**config.mk**
```make
export PLATFORM = sky130hd
export DESIGN_NAME = cpu
export DESIGN_NICKNAME = d
export VERILOG_FILES = /design/src/rv32i_pkg.sv /design/src/alu.sv /design/src/control.sv /design/src/cpu.sv /design/src/datapath.sv /design/src/fetch_unit.sv /design/src/hazard_unit.sv /design/src/regfile.sv
export SDC_FILE = /design/constraint.sdc
export NUM_CORES = 2
export LEC_CHECK = 0
export BUFFER_PORTS_ARGS = -buffer_cell sky130_fd_sc_hd__buf_2
export CORE_MARGIN = 2
export CORE_UTILIZATION = 59
export CTS_BUF_LIST = sky130_fd_sc_hd__clkbuf_4 sky130_fd_sc_hd__clkbuf_8
export DETAILED_ROUTE_END_ITERATION = 10
export HOLD_SLACK_MARGIN = 0.05
export PLACE_DENSITY = 0.75
export SLEW_MARGIN = 30
export SYNTH_ARGS = -nofsm -noshare
export SYNTH_HDL_FRONTEND = slang
export SYNTH_SLANG_ARGS = --single-unit
export TNS_END_PERCENT = 5
```
**constraint.sdc**
```tcl
create_clock -name clk -period 7.8 [get_ports clk]
set_clock_uncertainty 0.05 [all_clocks]
set_input_delay 1.17 -clock clk [delete_from_list [all_inputs] [get_ports clk]]
set_output_delay 1.17 -clock clk [all_outputs]
set_load 0.02 [all_outputs]
```
**src/rv32i_pkg.sv**
```systemverilog
`default_nettype none

package rv32i_pkg;

	typedef logic [31:0] rv32i_word;
	typedef logic [4:0] rv32i_reg;

	localparam rv32i_word reset_pc = 32'h0000_0000;

	typedef enum logic [6:0] {
		op_lui   = 7'b0110111,
		op_auipc = 7'b0010111,
		op_jal   = 7'b1101111,
		op_jalr  = 7'b1100111,
		op_br    = 7'b1100011,
		op_imm   = 7'b0010011,
		op_reg   = 7'b0110011
	} rv32i_opcode;

	// low six codes line up with funct3 of the matching ops
	typedef enum logic [2:0] {
		alu_add = 3'b000,
		alu_sll = 3'b001,
		alu_sra = 3'b010,
		alu_sub = 3'b011,
		alu_xor = 3'b100,
		alu_srl = 3'b101,
		alu_or  = 3'b110,
		alu_and = 3'b111
	} alu_ops;

	typedef enum logic [2:0] {
		beq  = 3'b000,
		bne  = 3'b001,
		blt  = 3'b100,
		bge  = 3'b101,
		bltu = 3'b110,
		bgeu = 3'b111
	} branch_funct3_t;

	typedef enum logic {
		mux1_rs1 = 1'b0,
		mux1_pc  = 1'b1
	} alumux1_sel_t;

	typedef enum logic [2:0] {
		mux2_i_imm = 3'd0,
		mux2_u_imm = 3'd1,
		mux2_b_imm = 3'd2,
		mux2_s_imm = 3'd3,
		mux2_j_imm = 3'd4,
		mux2_rs2   = 3'd5
	} alumux2_sel_t;

	typedef enum logic {
		cmp_rs2   = 1'b0,
		cmp_i_imm = 1'b1
	} cmpmux_sel_t;

	typedef enum logic [1:0] {
		rf_alu_out  = 2'd0,
		rf_br_en    = 2'd1,
		rf_u_imm    = 2'd2,
		rf_pc_plus4 = 2'd3
	} regfilemux_sel_t;

	typedef struct packed {
		rv32i_opcode     opcode;
		alu_ops          aluop;
		branch_funct3_t  cmpop;
		alumux1_sel_t    alumux1_sel;
		alumux2_sel_t    alumux2_sel;
		cmpmux_sel_t     cmpmux_sel;
		regfilemux_sel_t regfilemux_sel;
		rv32i_reg        src1;
		rv32i_reg        src2;
		rv32i_reg        dest;
		logic            rs1_valid;
		logic            rs2_valid;
		logic            rd_valid;
		logic            load_regfile;
		rv32i_word       i_imm;
		rv32i_word       s_imm;
		rv32i_word       b_imm;
		rv32i_word       u_imm;
		rv32i_word       j_imm;
		// lsb, so a bubble is all zeros but this bit
		logic            flush;
	} control_word_t;

	localparam control_word_t cw_bubble =
		control_word_t'({{($bits(control_word_t) - 1){1'b0}}, 1'b1});

	// forwarding selects into execute
	localparam logic [1:0] fwd_none = 2'd0;
	localparam logic [1:0] fwd_mem  = 2'd1;
	localparam logic [1:0] fwd_wb   = 2'd2;

endpackage

`default_nettype wire

```
**src/alu.sv**
```systemverilog
`timescale 1ns/1ps
`default_nettype none

module alu (
	input  wire rv32i_pkg::alu_ops         aluop,
	input  wire rv32i_pkg::branch_funct3_t cmpop,
	input  wire rv32i_pkg::rv32i_word      a,
	input  wire rv32i_pkg::rv32i_word      b,
	input  wire rv32i_pkg::rv32i_word      cmp_a,
	input  wire rv32i_pkg::rv32i_word      cmp_b,
	output rv32i_pkg::rv32i_word           f,
	output logic                           br_en
);

	always_comb begin
		case (aluop)
			rv32i_pkg::alu_add: f = a + b;
			rv32i_pkg::alu_sll: f = a << b[4:0];
			rv32i_pkg::alu_sra: f = rv32i_pkg::rv32i_word'($signed(a) >>> b[4:0]);
			rv32i_pkg::alu_sub: f = a - b;
			rv32i_pkg::alu_xor: f = a ^ b;
			rv32i_pkg::alu_srl: f = a >> b[4:0];
			rv32i_pkg::alu_or:  f = a | b;
			rv32i_pkg::alu_and: f = a & b;
			default:            f = a + b;
		endcase
	end

	// branch compare, also slt/sltu
	always_comb begin
		case (cmpop)
			rv32i_pkg::beq:  br_en = (cmp_a == cmp_b);
			rv32i_pkg::bne:  br_en = (cmp_a != cmp_b);
			rv32i_pkg::blt:  br_en = ($signed(cmp_a) < $signed(cmp_b));
			rv32i_pkg::bge:  br_en = ($signed(cmp_a) >= $signed(cmp_b));
			rv32i_pkg::bltu: br_en = (cmp_a < cmp_b);
			rv32i_pkg::bgeu: br_en = (cmp_a >= cmp_b);
			default:         br_en = 1'b0;
		endcase
	end

endmodule

`default_nettype wire

```
**src/control.sv**
```systemverilog
`timescale 1ns/1ps
`default_nettype none

module control (
	input  wire rv32i_pkg::rv32i_word data,
	input  wire                       flush,
	output rv32i_pkg::control_word_t  cw
);

	logic [2:0] funct3;
	logic       funct7_5;

	assign funct3   = data[14:12];
	assign funct7_5 = data[30];

	always_comb begin
		cw                = '0;
		cw.opcode         = rv32i_pkg::rv32i_opcode'(data[6:0]);
		cw.aluop          = rv32i_pkg::alu_add;
		cw.cmpop          = rv32i_pkg::branch_funct3_t'(funct3);
		cw.alumux1_sel    = rv32i_pkg::mux1_rs1;
		cw.alumux2_sel    = rv32i_pkg::mux2_i_imm;
		cw.cmpmux_sel     = rv32i_pkg::cmp_rs2;
		cw.regfilemux_sel = rv32i_pkg::rf_alu_out;
		cw.src1           = data[19:15];
		cw.src2           = data[24:20];
		cw.dest           = data[11:7];
		cw.i_imm          = {{21{data[31]}}, data[30:20]};
		cw.s_imm          = {{21{data[31]}}, data[30:25], data[11:7]};
		cw.b_imm          = {{20{data[31]}}, data[7], data[30:25], data[11:8], 1'b0};
		cw.u_imm          = {data[31:12], 12'h000};
		cw.j_imm          = {{12{data[31]}}, data[19:12], data[20], data[30:21], 1'b0};

		case (data[6:0])
			rv32i_pkg::op_lui: begin
				cw.load_regfile   = 1'b1;
				cw.regfilemux_sel = rv32i_pkg::rf_u_imm;
			end
			rv32i_pkg::op_auipc: begin
				cw.load_regfile = 1'b1;
				cw.alumux1_sel  = rv32i_pkg::mux1_pc;
				cw.alumux2_sel  = rv32i_pkg::mux2_u_imm;
			end
			rv32i_pkg::op_jal: begin
				cw.load_regfile   = 1'b1;
				cw.alumux1_sel    = rv32i_pkg::mux1_pc;
				cw.alumux2_sel    = rv32i_pkg::mux2_j_imm;
				cw.regfilemux_sel = rv32i_pkg::rf_pc_plus4;
			end
			rv32i_pkg::op_jalr: begin
				cw.load_regfile   = 1'b1;
				cw.rs1_valid      = 1'b1;
				cw.regfilemux_sel = rv32i_pkg::rf_pc_plus4;
			end
			rv32i_pkg::op_br: begin
				cw.rs1_valid   = 1'b1;
				cw.rs2_valid   = 1'b1;
				cw.alumux1_sel = rv32i_pkg::mux1_pc;
				cw.alumux2_sel = rv32i_pkg::mux2_b_imm;
			end
			rv32i_pkg::op_imm, rv32i_pkg::op_reg: begin
				cw.load_regfile = 1'b1;
				cw.rs1_valid    = 1'b1;
				cw.aluop        = rv32i_pkg::alu_ops'(funct3);
				if (funct3 == 3'b101 && funct7_5)
					cw.aluop = rv32i_pkg::alu_sra;
				// bit 5 of the opcode separates reg from imm form
				if (data[5]) begin
					cw.rs2_valid   = 1'b1;
					cw.alumux2_sel = rv32i_pkg::mux2_rs2;
					if (funct3 == 3'b000 && funct7_5)
						cw.aluop = rv32i_pkg::alu_sub;
				end else begin
					cw.cmpmux_sel = rv32i_pkg::cmp_i_imm;
				end
				// slt and sltu come from the comparator
				if (funct3 == 3'b010 || funct3 == 3'b011) begin
					cw.cmpop          = funct3[0] ? rv32i_pkg::bltu : rv32i_pkg::blt;
					cw.regfilemux_sel = rv32i_pkg::rf_br_en;
				end
			end
			default: begin
				cw.load_regfile = 1'b0;
			end
		endcase

		cw.rd_valid = cw.load_regfile && (cw.dest != 5'd0);

		if (flush) begin
			cw.load_regfile = 1'b0;
			cw.rd_valid     = 1'b0;
			cw.flush        = 1'b1;
		end
	end

endmodule

`default_nettype wire

```
**src/cpu.sv**
```systemverilog
`timescale 1ns/1ps
`default_nettype none

module cpu (
	input  wire                       clk,
	input  wire                       rst,
	input  wire rv32i_pkg::rv32i_word inst,
	input  wire                       load_pipeline,
	output rv32i_pkg::rv32i_word      inst_addr,
	output logic                      wb_valid,
	output rv32i_pkg::rv32i_reg       wb_dest,
	output rv32i_pkg::rv32i_word      wb_data
);

	rv32i_pkg::rv32i_word ifid_pc;
	rv32i_pkg::rv32i_word ifid_inst;
	logic                 ifid_flush;
	logic                 redirect;
	rv32i_pkg::rv32i_word redirect_target;

	fetch_unit u_fetch (
		.clk             (clk),
		.rst             (rst),
		.load_pipeline   (load_pipeline),
		.inst            (inst),
		.redirect        (redirect),
		.redirect_target (redirect_target),
		.inst_addr       (inst_addr),
		.ifid_pc         (ifid_pc),
		.ifid_inst       (ifid_inst),
		.ifid_flush      (ifid_flush)
	);

	datapath u_datapath (
		.clk             (clk),
		.rst             (rst),
		.load_pipeline   (load_pipeline),
		.ifid_pc         (ifid_pc),
		.ifid_inst       (ifid_inst),
		.ifid_flush      (ifid_flush),
		.redirect        (redirect),
		.redirect_target (redirect_target),
		.wb_valid        (wb_valid),
		.wb_dest         (wb_dest),
		.wb_data         (wb_data)
	);

endmodule

`default_nettype wire

```
**src/datapath.sv**
```systemverilog
`timescale 1ns/1ps
`default_nettype none

module datapath (
	input  wire                       clk,
	input  wire                       rst,
	input  wire                       load_pipeline,
	input  wire rv32i_pkg::rv32i_word ifid_pc,
	input  wire rv32i_pkg::rv32i_word ifid_inst,
	input  wire                       ifid_flush,
	output logic                      redirect,
	output rv32i_pkg::rv32i_word      redirect_target,
	output logic                      wb_valid,
	output rv32i_pkg::rv32i_reg       wb_dest,
	output rv32i_pkg::rv32i_word      wb_data
);

	// result of a stage, as it will be written back
	function automatic rv32i_pkg::rv32i_word result_sel(
		input rv32i_pkg::regfilemux_sel_t sel,
		input rv32i_pkg::rv32i_word       alu_res,
		input logic                       cmp_res,
		input rv32i_pkg::rv32i_word       u_imm,
		input rv32i_pkg::rv32i_word       pc
	);
		case (sel)
			rv32i_pkg::rf_br_en:    return {31'b0, cmp_res};
			rv32i_pkg::rf_u_imm:    return u_imm;
			rv32i_pkg::rf_pc_plus4: return pc + 32'd4;
			default:                return alu_res;
		endcase
	endfunction

	rv32i_pkg::control_word_t id_cw;
	rv32i_pkg::control_word_t idex_cw;
	rv32i_pkg::control_word_t exmem_cw;
	rv32i_pkg::control_word_t memwb_cw;
	rv32i_pkg::rv32i_word     reg_a;
	rv32i_pkg::rv32i_word     reg_b;
	rv32i_pkg::rv32i_word     rs1_in;
	rv32i_pkg::rv32i_word     rs2_in;
	logic                     fwd_id_rs1;
	logic                     fwd_id_rs2;
	logic [1:0]               fwd_rs1;
	logic [1:0]               fwd_rs2;
	rv32i_pkg::rv32i_word     idex_pc;
	rv32i_pkg::rv32i_word     idex_rs1;
	rv32i_pkg::rv32i_word     idex_rs2;
	rv32i_pkg::rv32i_word     ex_rs1;
	rv32i_pkg::rv32i_word     ex_rs2;
	rv32i_pkg::rv32i_word     alu_a;
	rv32i_pkg::rv32i_word     alu_b;
	rv32i_pkg::rv32i_word     cmp_b;
	rv32i_pkg::rv32i_word     alu_out;
	logic                     br_en;
	rv32i_pkg::rv32i_word     exmem_pc;
	rv32i_pkg::rv32i_word     exmem_alu;
	logic                     exmem_br;
	rv32i_pkg::rv32i_word     mem_fwd;
	rv32i_pkg::rv32i_word     memwb_pc;
	rv32i_pkg::rv32i_word     memwb_alu;
	logic                     memwb_br;

	// decode, squashed when execute redirects
	control u_control (
		.data  (ifid_inst),
		.flush (ifid_flush || redirect),
		.cw    (id_cw)
	);

	regfile u_regfile (
		.clk   (clk),
		.rst   (rst),
		.load  (wb_valid),
		.in    (wb_data),
		.src_a (id_cw.src1),
		.src_b (id_cw.src2),
		.dest  (memwb_cw.dest),
		.reg_a (reg_a),
		.reg_b (reg_b)
	);

	hazard_unit u_hazard (
		.idex_cw    (idex_cw),
		.exmem_cw   (exmem_cw),
		.memwb_cw   (memwb_cw),
		.id_cw      (id_cw),
		.fwd_rs1    (fwd_rs1),
		.fwd_rs2    (fwd_rs2),
		.fwd_id_rs1 (fwd_id_rs1),
		.fwd_id_rs2 (fwd_id_rs2)
	);

	assign rs1_in = fwd_id_rs1 ? wb_data : reg_a;
	assign rs2_in = fwd_id_rs2 ? wb_data : reg_b;

	// execute operands
	assign ex_rs1 = (fwd_rs1 == rv32i_pkg::fwd_mem) ? mem_fwd :
		(fwd_rs1 == rv32i_pkg::fwd_wb) ? wb_data : idex_rs1;
	assign ex_rs2 = (fwd_rs2 == rv32i_pkg::fwd_mem) ? mem_fwd :
		(fwd_rs2 == rv32i_pkg::fwd_wb) ? wb_data : idex_rs2;
	assign alu_a  = (idex_cw.alumux1_sel == rv32i_pkg::mux1_pc) ? idex_pc : ex_rs1;
	assign cmp_b  = (idex_cw.cmpmux_sel == rv32i_pkg::cmp_i_imm) ? idex_cw.i_imm : ex_rs2;

	always_comb begin
		case (idex_cw.alumux2_sel)
			rv32i_pkg::mux2_u_imm: alu_b = idex_cw.u_imm;
			rv32i_pkg::mux2_b_imm: alu_b = idex_cw.b_imm;
			rv32i_pkg::mux2_s_imm: alu_b = idex_cw.s_imm;
			rv32i_pkg::mux2_j_imm: alu_b = idex_cw.j_imm;
			rv32i_pkg::mux2_rs2:   alu_b = ex_rs2;
			default:               alu_b = idex_cw.i_imm;
		endcase
	end

	alu u_alu (
		.aluop (idex_cw.aluop),
		.cmpop (idex_cw.cmpop),
		.a     (alu_a),
		.b     (alu_b),
		.cmp_a (ex_rs1),
		.cmp_b (cmp_b),
		.f     (alu_out),
		.br_en (br_en)
	);

	assign redirect = !idex_cw.flush && ((idex_cw.opcode == rv32i_pkg::op_br && br_en) ||
		idex_cw.opcode == rv32i_pkg::op_jal || idex_cw.opcode == rv32i_pkg::op_jalr);
	assign redirect_target = (idex_cw.opcode == rv32i_pkg::op_jalr) ?
		{alu_out[31:1], 1'b0} : alu_out;

	assign mem_fwd  = result_sel(exmem_cw.regfilemux_sel, exmem_alu, exmem_br,
		exmem_cw.u_imm, exmem_pc);
	assign wb_data  = result_sel(memwb_cw.regfilemux_sel, memwb_alu, memwb_br,
		memwb_cw.u_imm, memwb_pc);
	assign wb_dest  = memwb_cw.dest;
	// one commit per advancing edge
	assign wb_valid = load_pipeline && memwb_cw.load_regfile && memwb_cw.rd_valid;

	always_ff @(posedge clk) begin
		if (rst) begin
			idex_cw  <= rv32i_pkg::cw_bubble;
			exmem_cw <= rv32i_pkg::cw_bubble;
			memwb_cw <= rv32i_pkg::cw_bubble;
		end else if (load_pipeline) begin
			idex_cw  <= id_cw;
			exmem_cw <= idex_cw;
			memwb_cw <= exmem_cw;
		end
	end

	always_ff @(posedge clk) begin
		if (load_pipeline) begin
			idex_pc   <= ifid_pc;
			idex_rs1  <= rs1_in;
			idex_rs2  <= rs2_in;
			exmem_pc  <= idex_pc;
			exmem_alu <= alu_out;
			exmem_br  <= br_en;
			memwb_pc  <= exmem_pc;
			memwb_alu <= exmem_alu;
			memwb_br  <= exmem_br;
		end
	end

endmodule

`default_nettype wire

```
**src/fetch_unit.sv**
```systemverilog
`timescale 1ns/1ps
`default_nettype none

module fetch_unit (
	input  wire                       clk,
	input  wire                       rst,
	input  wire                       load_pipeline,
	input  wire rv32i_pkg::rv32i_word inst,
	input  wire                       redirect,
	input  wire rv32i_pkg::rv32i_word redirect_target,
	output rv32i_pkg::rv32i_word      inst_addr,
	output rv32i_pkg::rv32i_word      ifid_pc,
	output rv32i_pkg::rv32i_word      ifid_inst,
	output logic                      ifid_flush
);

	rv32i_pkg::rv32i_word pc;
	rv32i_pkg::rv32i_word pc_next;

	assign inst_addr = pc;
	// static not-taken, execute overrides
	assign pc_next   = redirect ? redirect_target : pc + 32'd4;

	always_ff @(posedge clk) begin
		if (rst) begin
			pc         <= rv32i_pkg::reset_pc;
			ifid_flush <= 1'b1;
		end else if (load_pipeline) begin
			pc         <= pc_next;
			ifid_flush <= redirect;
		end
	end

	always_ff @(posedge clk) begin
		if (load_pipeline) begin
			ifid_pc   <= pc;
			ifid_inst <= inst;
		end
	end

endmodule

`default_nettype wire

```
**src/hazard_unit.sv**
```systemverilog
`timescale 1ns/1ps
`default_nettype none

module hazard_unit (
	input  wire rv32i_pkg::control_word_t idex_cw,
	input  wire rv32i_pkg::control_word_t exmem_cw,
	input  wire rv32i_pkg::control_word_t memwb_cw,
	input  wire rv32i_pkg::control_word_t id_cw,
	output logic [1:0]                    fwd_rs1,
	output logic [1:0]                    fwd_rs2,
	output logic                          fwd_id_rs1,
	output logic                          fwd_id_rs2
);

	function automatic logic hit(
		input logic                     src_valid,
		input rv32i_pkg::rv32i_reg      src,
		input rv32i_pkg::control_word_t older
	);
		return src_valid && older.load_regfile && older.rd_valid && (src == older.dest);
	endfunction

	// memory stage is younger, so it wins
	function automatic logic [1:0] ex_sel(
		input logic                rs_valid,
		input rv32i_pkg::rv32i_reg rs
	);
		if (hit(rs_valid, rs, exmem_cw))
			return rv32i_pkg::fwd_mem;
		if (hit(rs_valid, rs, memwb_cw))
			return rv32i_pkg::fwd_wb;
		return rv32i_pkg::fwd_none;
	endfunction

	assign fwd_rs1    = ex_sel(idex_cw.rs1_valid, idex_cw.src1);
	assign fwd_rs2    = ex_sel(idex_cw.rs2_valid, idex_cw.src2);
	assign fwd_id_rs1 = hit(id_cw.rs1_valid, id_cw.src1, memwb_cw);
	assign fwd_id_rs2 = hit(id_cw.rs2_valid, id_cw.src2, memwb_cw);

endmodule

`default_nettype wire

```
**src/regfile.sv**
```systemverilog
`timescale 1ns/1ps
`default_nettype none

module regfile (
	input  wire                       clk,
	input  wire                       rst,
	input  wire                       load,
	input  wire rv32i_pkg::rv32i_word in,
	input  wire rv32i_pkg::rv32i_reg  src_a,
	input  wire rv32i_pkg::rv32i_reg  src_b,
	input  wire rv32i_pkg::rv32i_reg  dest,
	output rv32i_pkg::rv32i_word      reg_a,
	output rv32i_pkg::rv32i_word      reg_b
);

	rv32i_pkg::rv32i_word data [32];

	always_ff @(posedge clk) begin
		if (rst) begin
			for (int i = 0; i < 32; i++)
				data[i] <= '0;
		end else if (load && dest != 5'd0) begin
			data[dest] <= in;
		end
	end

	// x0 reads as zero
	assign reg_a = (src_a == 5'd0) ? '0 : data[src_a];
	assign reg_b = (src_b == 5'd0) ? '0 : data[src_b];

endmodule

`default_nettype wire

```
Word level (Yosys, flattened, before mapping)
Memories as Yosys holds them, arrays and structs flattened. A register that Yosys moved wholly into a read port is not among the register bits.
Cells that the tools add are included.

word-level totals
  bits in registers = 497
  RAM bits = 1024
  bits of input ports = 35
  output and inout port bits = 70
  logic and storage cells = 211
  memories = 1

cells by class
  add/subtract/negate cells = 5
  order comparisons = 4
  equal/unequal tests = 48
  shift-type cells = 3
  muxes and demuxes = 60
  bitwise operators = 3
  reductions and logical operators = 44

memory list
  name                       depth  bits a word  read ports  clocked after memory_dff  wr ports  RTL line       source
  u_datapath.u_regfile.data  32     32           2           2                         32        regfile.sv:16  rv32i_pkg::rv32i_word data [32];

operators with widths
  kind                     number
  $mux W32                 12
  $pmux W32 S8             1
  $pmux W32 S3             2
  $pmux W32 S5             1
  $add A32 B3 Y32 const B  3
  $ge A32 B32 Y1           2
  $lt A32 B32 Y1           2
  $eq A7 B7 Y1 const B     6
  $eq A3 B3 Y1 const B     11
  $add A32 B32 Y32         1
  $and A32 B32 Y32         1
  $eq A32 B32 Y1           1
  $ne A32 B32 Y1           1
  $or A32 B32 Y32          1
  $reduce_or A32 Y1        1
  $shl A32 B5 Y32          1
  $shr A32 B5 Y32          1
  $sshr A32 B5 Y32         1
  $sub A32 B32 Y32         1
  $xor A32 B32 Y32         1
  $eq A5 B5 Y1             6
  $logic_and A1 B1 Y1      26
  $mux W1                  21
  $mux W2                  10
  other kinds (22)         53

Logic depth before layout (Yosys ltp)
  word-level depth = 19
  mapped depth = 31
  gate-level depth less buffers = 26

By module
From an unflattened synthesis, not the netlist that was laid out.

second synthesis, totals
  cells, all modules = 9004
  area total of the unflattened synthesis = 104825.5 µm²

modules (own cells, without submodules)
  module       times used  cells each  area each (µm²)  sequential area each (µm²)
  regfile      1           3502        54230.8          30749.5
  datapath     1           3571        35943.2          18798.0
  alu          1           1316        8574.5           0.0
  fetch_unit   1           334         4016.4           2582.5
  control      1           231         1682.9           0.0
  hazard_unit  1           50          377.9            0.0

Worst setup path before layout
OpenSTA, ideal clock, no wires.

  kind = reg2reg
  start point = register, netlist name u_datapath.wb_dest[0]
  end point = register u_fetch.pc[25], in the netlist u_fetch.inst_addr[25]
  setup time = 0.115 ns
  data arrival time = 6.284 ns
  required time = 7.635 ns
  setup slack = 1.351 ns
  stages on the path, launching flop included = 31
  buffers on the path = 6
  period minus slack after synthesis = 6.449 ns
  path through = dfxtp_1 > buf_2 > xnor2_1 > and4_1 > nand2_1 > clkbuf_1 > a21oi_1 > o21a_1 > clkbuf_1 > clkbuf_1 > clkbuf_1 > clkbuf_1 > ha_1 > and2_1 > nand4_1 > nor2_1 > a21oi_1 > xnor2_1 > ha_1 > a21oi_1 > o21bai_1 > a211o_1 > a21oi_1 > nand2_1 > a211oi_1 > o21ai_0 > xor2_1 > a222oi_1 > o21ai_0 > a211o_1 > o21a_1

between the ends
  elaborated cells on any way between the ends = 46
  classes of those cells = add/sub: 2; order compare: 4; eq/ne: 8; shift: 3; mux: 20; bitwise: 3; reduce/logical: 6

RTL lines
  what                                            RTL line                          source
  $eq A5 B5 Y1                                    hazard_unit.sv:20                 return src_valid && older.load_regfile && older.rd_valid && (src == older.dest);
  $logic_and A1 B1 Y1                             hazard_unit.sv:20
  $mux W1 (2 in series)                           hazard_unit.sv:30                 if (hit(rs_valid, rs, memwb_cw))
  $mux W2                                         hazard_unit.sv:32                 return rv32i_pkg::fwd_none;
  $mux W2                                         hazard_unit.sv:30
  $eq A2 B2 Y1, on equally long branches          datapath.sv:101, datapath.sv:99
  $mux W32, on equally long branches              datapath.sv:101, datapath.sv:99
  $mux W32, on equally long branches              datapath.sv:100, datapath.sv:98
  $pmux W32 S5 or $mux W32 (tied branches)        datapath.sv:106, datapath.sv:102
  $sub A32 B32 Y32, or another cell as far along  alu.sv:20                         rv32i_pkg::alu_sub: f = a - b;
  $pmux W32 S8 *                                  alu.sv:16                         case (aluop)
  named net redirect_target[25]                   cpu.sv:19                         rv32i_pkg::rv32i_word redirect_target;
  $mux W32 *                                      fetch_unit.sv:22                  assign pc_next = redirect ? redirect_target : pc + 32'd4;
  end signal, assigned                            fetch_unit.sv:26                  pc <= rv32i_pkg::reset_pc;
  end signal, assigned                            fetch_unit.sv:29                  pc <= pc_next;
  end, declared                                   fetch_unit.sv:17                  rv32i_pkg::rv32i_word pc;

Mark *: on every way through the listed nets, which the timed path passes. The rest lies on a longest branch. The select of a mux whose other input is x is not followed.
A chain may end at the register's enable or synchronous reset.

Worst setup path in the final report
  start point = register u_datapath.memwb_pc[16]
  end point = register u_fetch.pc[0], in the netlist u_fetch.inst_addr[0]

between the ends
  cells in the longest elaborated chain, start to end = 12
  elaborated cells on any way between the ends = 25
  classes of those cells = add/sub: 1; order compare: 4; eq/ne: 2; shift: 3; mux: 11; reduce/logical: 4

ends and longest elaborated chain
  what                                          RTL line          source
  start, declared                               datapath.sv:60    rv32i_pkg::rv32i_word memwb_pc;
  start signal, assigned                        datapath.sv:160   memwb_pc <= exmem_pc;
  $add A32 B3 Y32 *                             datapath.sv:29    rv32i_pkg::rf_pc_plus4: return pc + 32'd4;
  $pmux W32 S3 *                                datapath.sv:26    case (sel)
  $mux W32                                      datapath.sv:101   (fwd_rs2 == rv32i_pkg::fwd_wb) ? wb_data : idex_rs2;
  $mux W32                                      datapath.sv:100   assign ex_rs2 = (fwd_rs2 == rv32i_pkg::fwd_mem) ? mem_fwd :
  $mux W32                                      datapath.sv:103   assign cmp_b = (idex_cw.cmpmux_sel == rv32i_pkg::cmp_i_imm) ? idex_cw.i_imm : ex_rs2;
  $ge A32 B32 Y1, or another cell as far along  alu.sv:37         rv32i_pkg::bgeu: br_en = (cmp_a >= cmp_b);
  $pmux W1 S6 *                                 alu.sv:31         case (cmpop)
  named net u_datapath.br_en                    datapath.sv:55    logic br_en;
  $logic_and A1 B1 Y1 *                         datapath.sv:127   assign redirect = !idex_cw.flush && ((idex_cw.opcode == rv32i_pkg::op_br && br_en) ||
  $logic_or A1 B1 Y1 *                          datapath.sv:127
  $logic_or A1 B1 Y1 *                          datapath.sv:128   idex_cw.opcode == rv32i_pkg::op_jal || idex_cw.opcode == rv32i_pkg::op_jalr);
  $logic_and A1 B1 Y1 *                         datapath.sv:127
  $mux W32 *                                    fetch_unit.sv:22

Mark *: on every way through the listed nets, which the timed path passes. The rest lies on a longest branch.

==> metrics <==
outcome complete, no violations; share of the synthesized area in the top cell type 0.477; Die Width 379 µm; EDFF count, synth 1314; vias per inst 7.51; WP data required 8590 ps; Fill cells 9924; Critical Path AT 8060 ps; cts repair resizes 0; hpwl dp 245000 µm; Routed WL 360000 µm; Design Area, Final 91100 µm²; Std-Cell Rows 137; CTS sink cnt 1465; Synth area leaders edfxtp_1 (48%), mux4_2 (18%), nor2_1 (6.1%); RSZ-0062 raised after global routing no; antenna violations before repair 31; critical path launch point type flip-flop; vias in the first global route 63834; async set-reset flop share out of synthesis 0; non-filler cells, final 8901; # hold bufs at CTS 0; Worst-Skew Late Latency 1040 ps; worst relative slew slack 0.240; antenna viol nets, final 0; largest net degree at the start of global routing 136; Total Negative Setup Slacks 0 ps; Core Region 139000 µm²; ys flop type edfxtp_1; Via Count 66862; DR WL/cell 40.4 µm; Slew Viols, Final 0; #FFs+latches synth 1465; Leakage Power 33.7 nW; Final #Nets 7000; CP Class flip-flop to flip-flop; worst hold path type primary input to flip-flop; router iterations before antenna repair 9; DR iter-0 viols 12137; Slew @ Worst Pin 1130 ps; Chip Height 379 µm; placed cell count 8473; Port Buffers 104; final hold violation count 0; synth unique cells 100; H-tree depth 4; Yosys warning count 0; first-pass GRT wire length 492000 µm; GRT Total Usage 0.501; CTS Buf Count 229; RePlAce Congestion 1.10; Peak VDD IR 191 µV; Yosys top cell by area edfxtp_1; Starting Density 0.594; GRT overflow 0; Setup Viol. Count Final 0; CP endpoint kind flip-flop; DP Area 86300 µm²; Layout area overhead 10.1%; cell area after synthesis 82800 µm²; area occupied by multi-input gates 37900 µm²; Boundary Pins 105; final core utilization 0.654; pwr/cell area 240 nW/µm²; Seq/Total Area, Yosys 0.513; TritonCTS clock tree yes; die footprint 143000 µm²; Root Buffer clkbuf_8; fin crit period 7260 ps; drt drc 0; fmax 138 MHz; Reg clk slew, reported paths 60 ps; CP Max Fanout 34; total area of sequential cells 42500 µm²; Tcrit/Tclk final 0.931; post-CTS setup buffers 0; Clock Tree Buf Depth 3; Max Cap Viol 0; share of cells above drive strength 1 0.238; Synth Instances 6764; syn avg cell area 12.2 µm²
-- cells by family (layout without fill, tap and decap cells) --
kind of cell | after synthesis | count (layout) | synth area share
adder cells (fa/ha/maj) | 135 | 135 | 0.0205
AND/OR/NAND/NOR | 2298 | 2298 | 0.121
XOR/XNOR | 122 | 122 | 0.0129
AO/OA/AOI/OAI | 1047 | 1047 | 0.0842
flip-flops | 1465 | 1465 | 0.513
buffers and inverters | 752 | 966 | 0.0350
other | 1 | 48 | 0.0000453
multiplexers | 944 | 944 | 0.213
-- per-stage QoR --
stage               total power [mW]  hold WS (ps)  worst slack (ps)
global route                    22.2           236               242
CTS                             21.5           206               869
finish                          21.9           277               537
detailed placement              14.9           355               876
global placement                14.8           351               832
floorplan                       12.4           350              1350
-- final timing paths --
check,from,to,slack [ps],depth (start not counted)
hold / removal,inst[27],u_fetch.ifid_inst[27]$_DFFE_PP_,280,1
setup reg to reg,u_datapath.memwb_pc[16]$_DFFE_PP_,u_fetch.inst_addr[0]$_SDFFE_PP0P_,540,21
setup / recovery,u_datapath.memwb_pc[16]$_DFFE_PP_,u_fetch.inst_addr[0]$_SDFFE_PP0P_,540,21
hold reg to reg,u_fetch.ifid_pc[23]$_DFFE_PP_,u_datapath.idex_pc[23]$_DFFE_PP_,320,0
-- worst max-delay path, cell delays in order (launching register included) --
cell	delay, ps
edfxtp_1	620
nand4_1	440
nor3_2	710
a21oi_1	210
nor3_4	360
buf_4	510
inv_2	230
o211a_1	320
ha_1	520
nand2_1	150
nor4_1	370
buf_4	220
nand4_1	180
a311oi_1	380
o21a_1	190
a221oi_1	50
mux2i_1	390
a22o_1	250
buf_12	160
nand2_1	90
or4_1	530
o31ai_1	220
-- placed cells by master (no fill, tap or decap), drive strengths merged, types with 145 or more instances in the layout --
cell type / n
buf: 412
clkbuf: 327
o21ai: 251
nor2: 1347
nand2: 374
a21oi: 242
mux2i: 213
inv: 145
mux4: 645
dfxtp: 151
edfxtp: 1314
-- cell type report --
| class | count | area share |
|---|---|---|
| antenna | 16 | 0.000440 |
| sequential | 1465 | 0.467 |
| timing repair buffer | 413 | 0.0332 |
| inverter | 143 | 0.00589 |
| tap | 1876 | 0.0258 |
| multi-input combinational | 4578 | 0.416 |
| clock buffer | 326 | 0.0434 |
| clock inverter | 84 | 0.00850 |
-- report_power, final --
group          switching [mW]  internal (mW)
Combinational            3.67           1.80
Clock                    3.31           3.48
Sequential              0.574           9.04
Total                    7.56           14.3
-- synth_stat cells (43+ instances only) --
master and count:
mux2i_1 213, buf_1 93, a21oi_1 241, ha_1 134
a211oi_1 53, clkbuf_1 471, nor3_1 81, nand2_1 374
o21a_1 48, mux2_2 86, xnor2_1 79, nand4_1 53
dfxtp_1 151, and3_1 43, mux4_2 645, o211ai_1 45
nand2b_1 90, nor2_1 1346, edfxtp_1 1314, o21ai_0 245
xor2_1 43, nand3_1 108, inv_1 134
-- per-layer routing --
| metal | GRT usage | vias up | part of all wire |
|---|---|---|---|
| met3 | 0.167 | 1710 | 0.15 |
| met2 | 0.723 | 6830 | 0.43 |
| met5 | 0 | - | 0.00066 |
| li1 | - | 25849 | - |
| met1 | 0.618 | 32453 | 0.32 |
| met4 | 0.405 | 20 | 0.10 |
-- registers in the layout (all words and copies together) (netlist names), named ones only --
name	cells
u_fetch.ifid_pc	32
u_datapath.idex_pc	32
u_fetch.ifid_flush	1
u_datapath.idex_rs1	32
u_datapath.memwb_br	1
u_datapath.exmem_br	1
u_datapath.idex_cw	50
u_datapath.memwb_cw	24
u_datapath.exmem_pc	32
u_datapath.u_regfile.data	1024
u_datapath.wb_dest	5
u_datapath.idex_rs2	32
u_fetch.ifid_inst	32
u_datapath.exmem_cw	29
u_datapath.exmem_alu	32
u_fetch.inst_addr	32
u_datapath.memwb_pc	32
u_datapath.memwb_alu	32
Note: power is estimated with default switching activity, not from simulation.
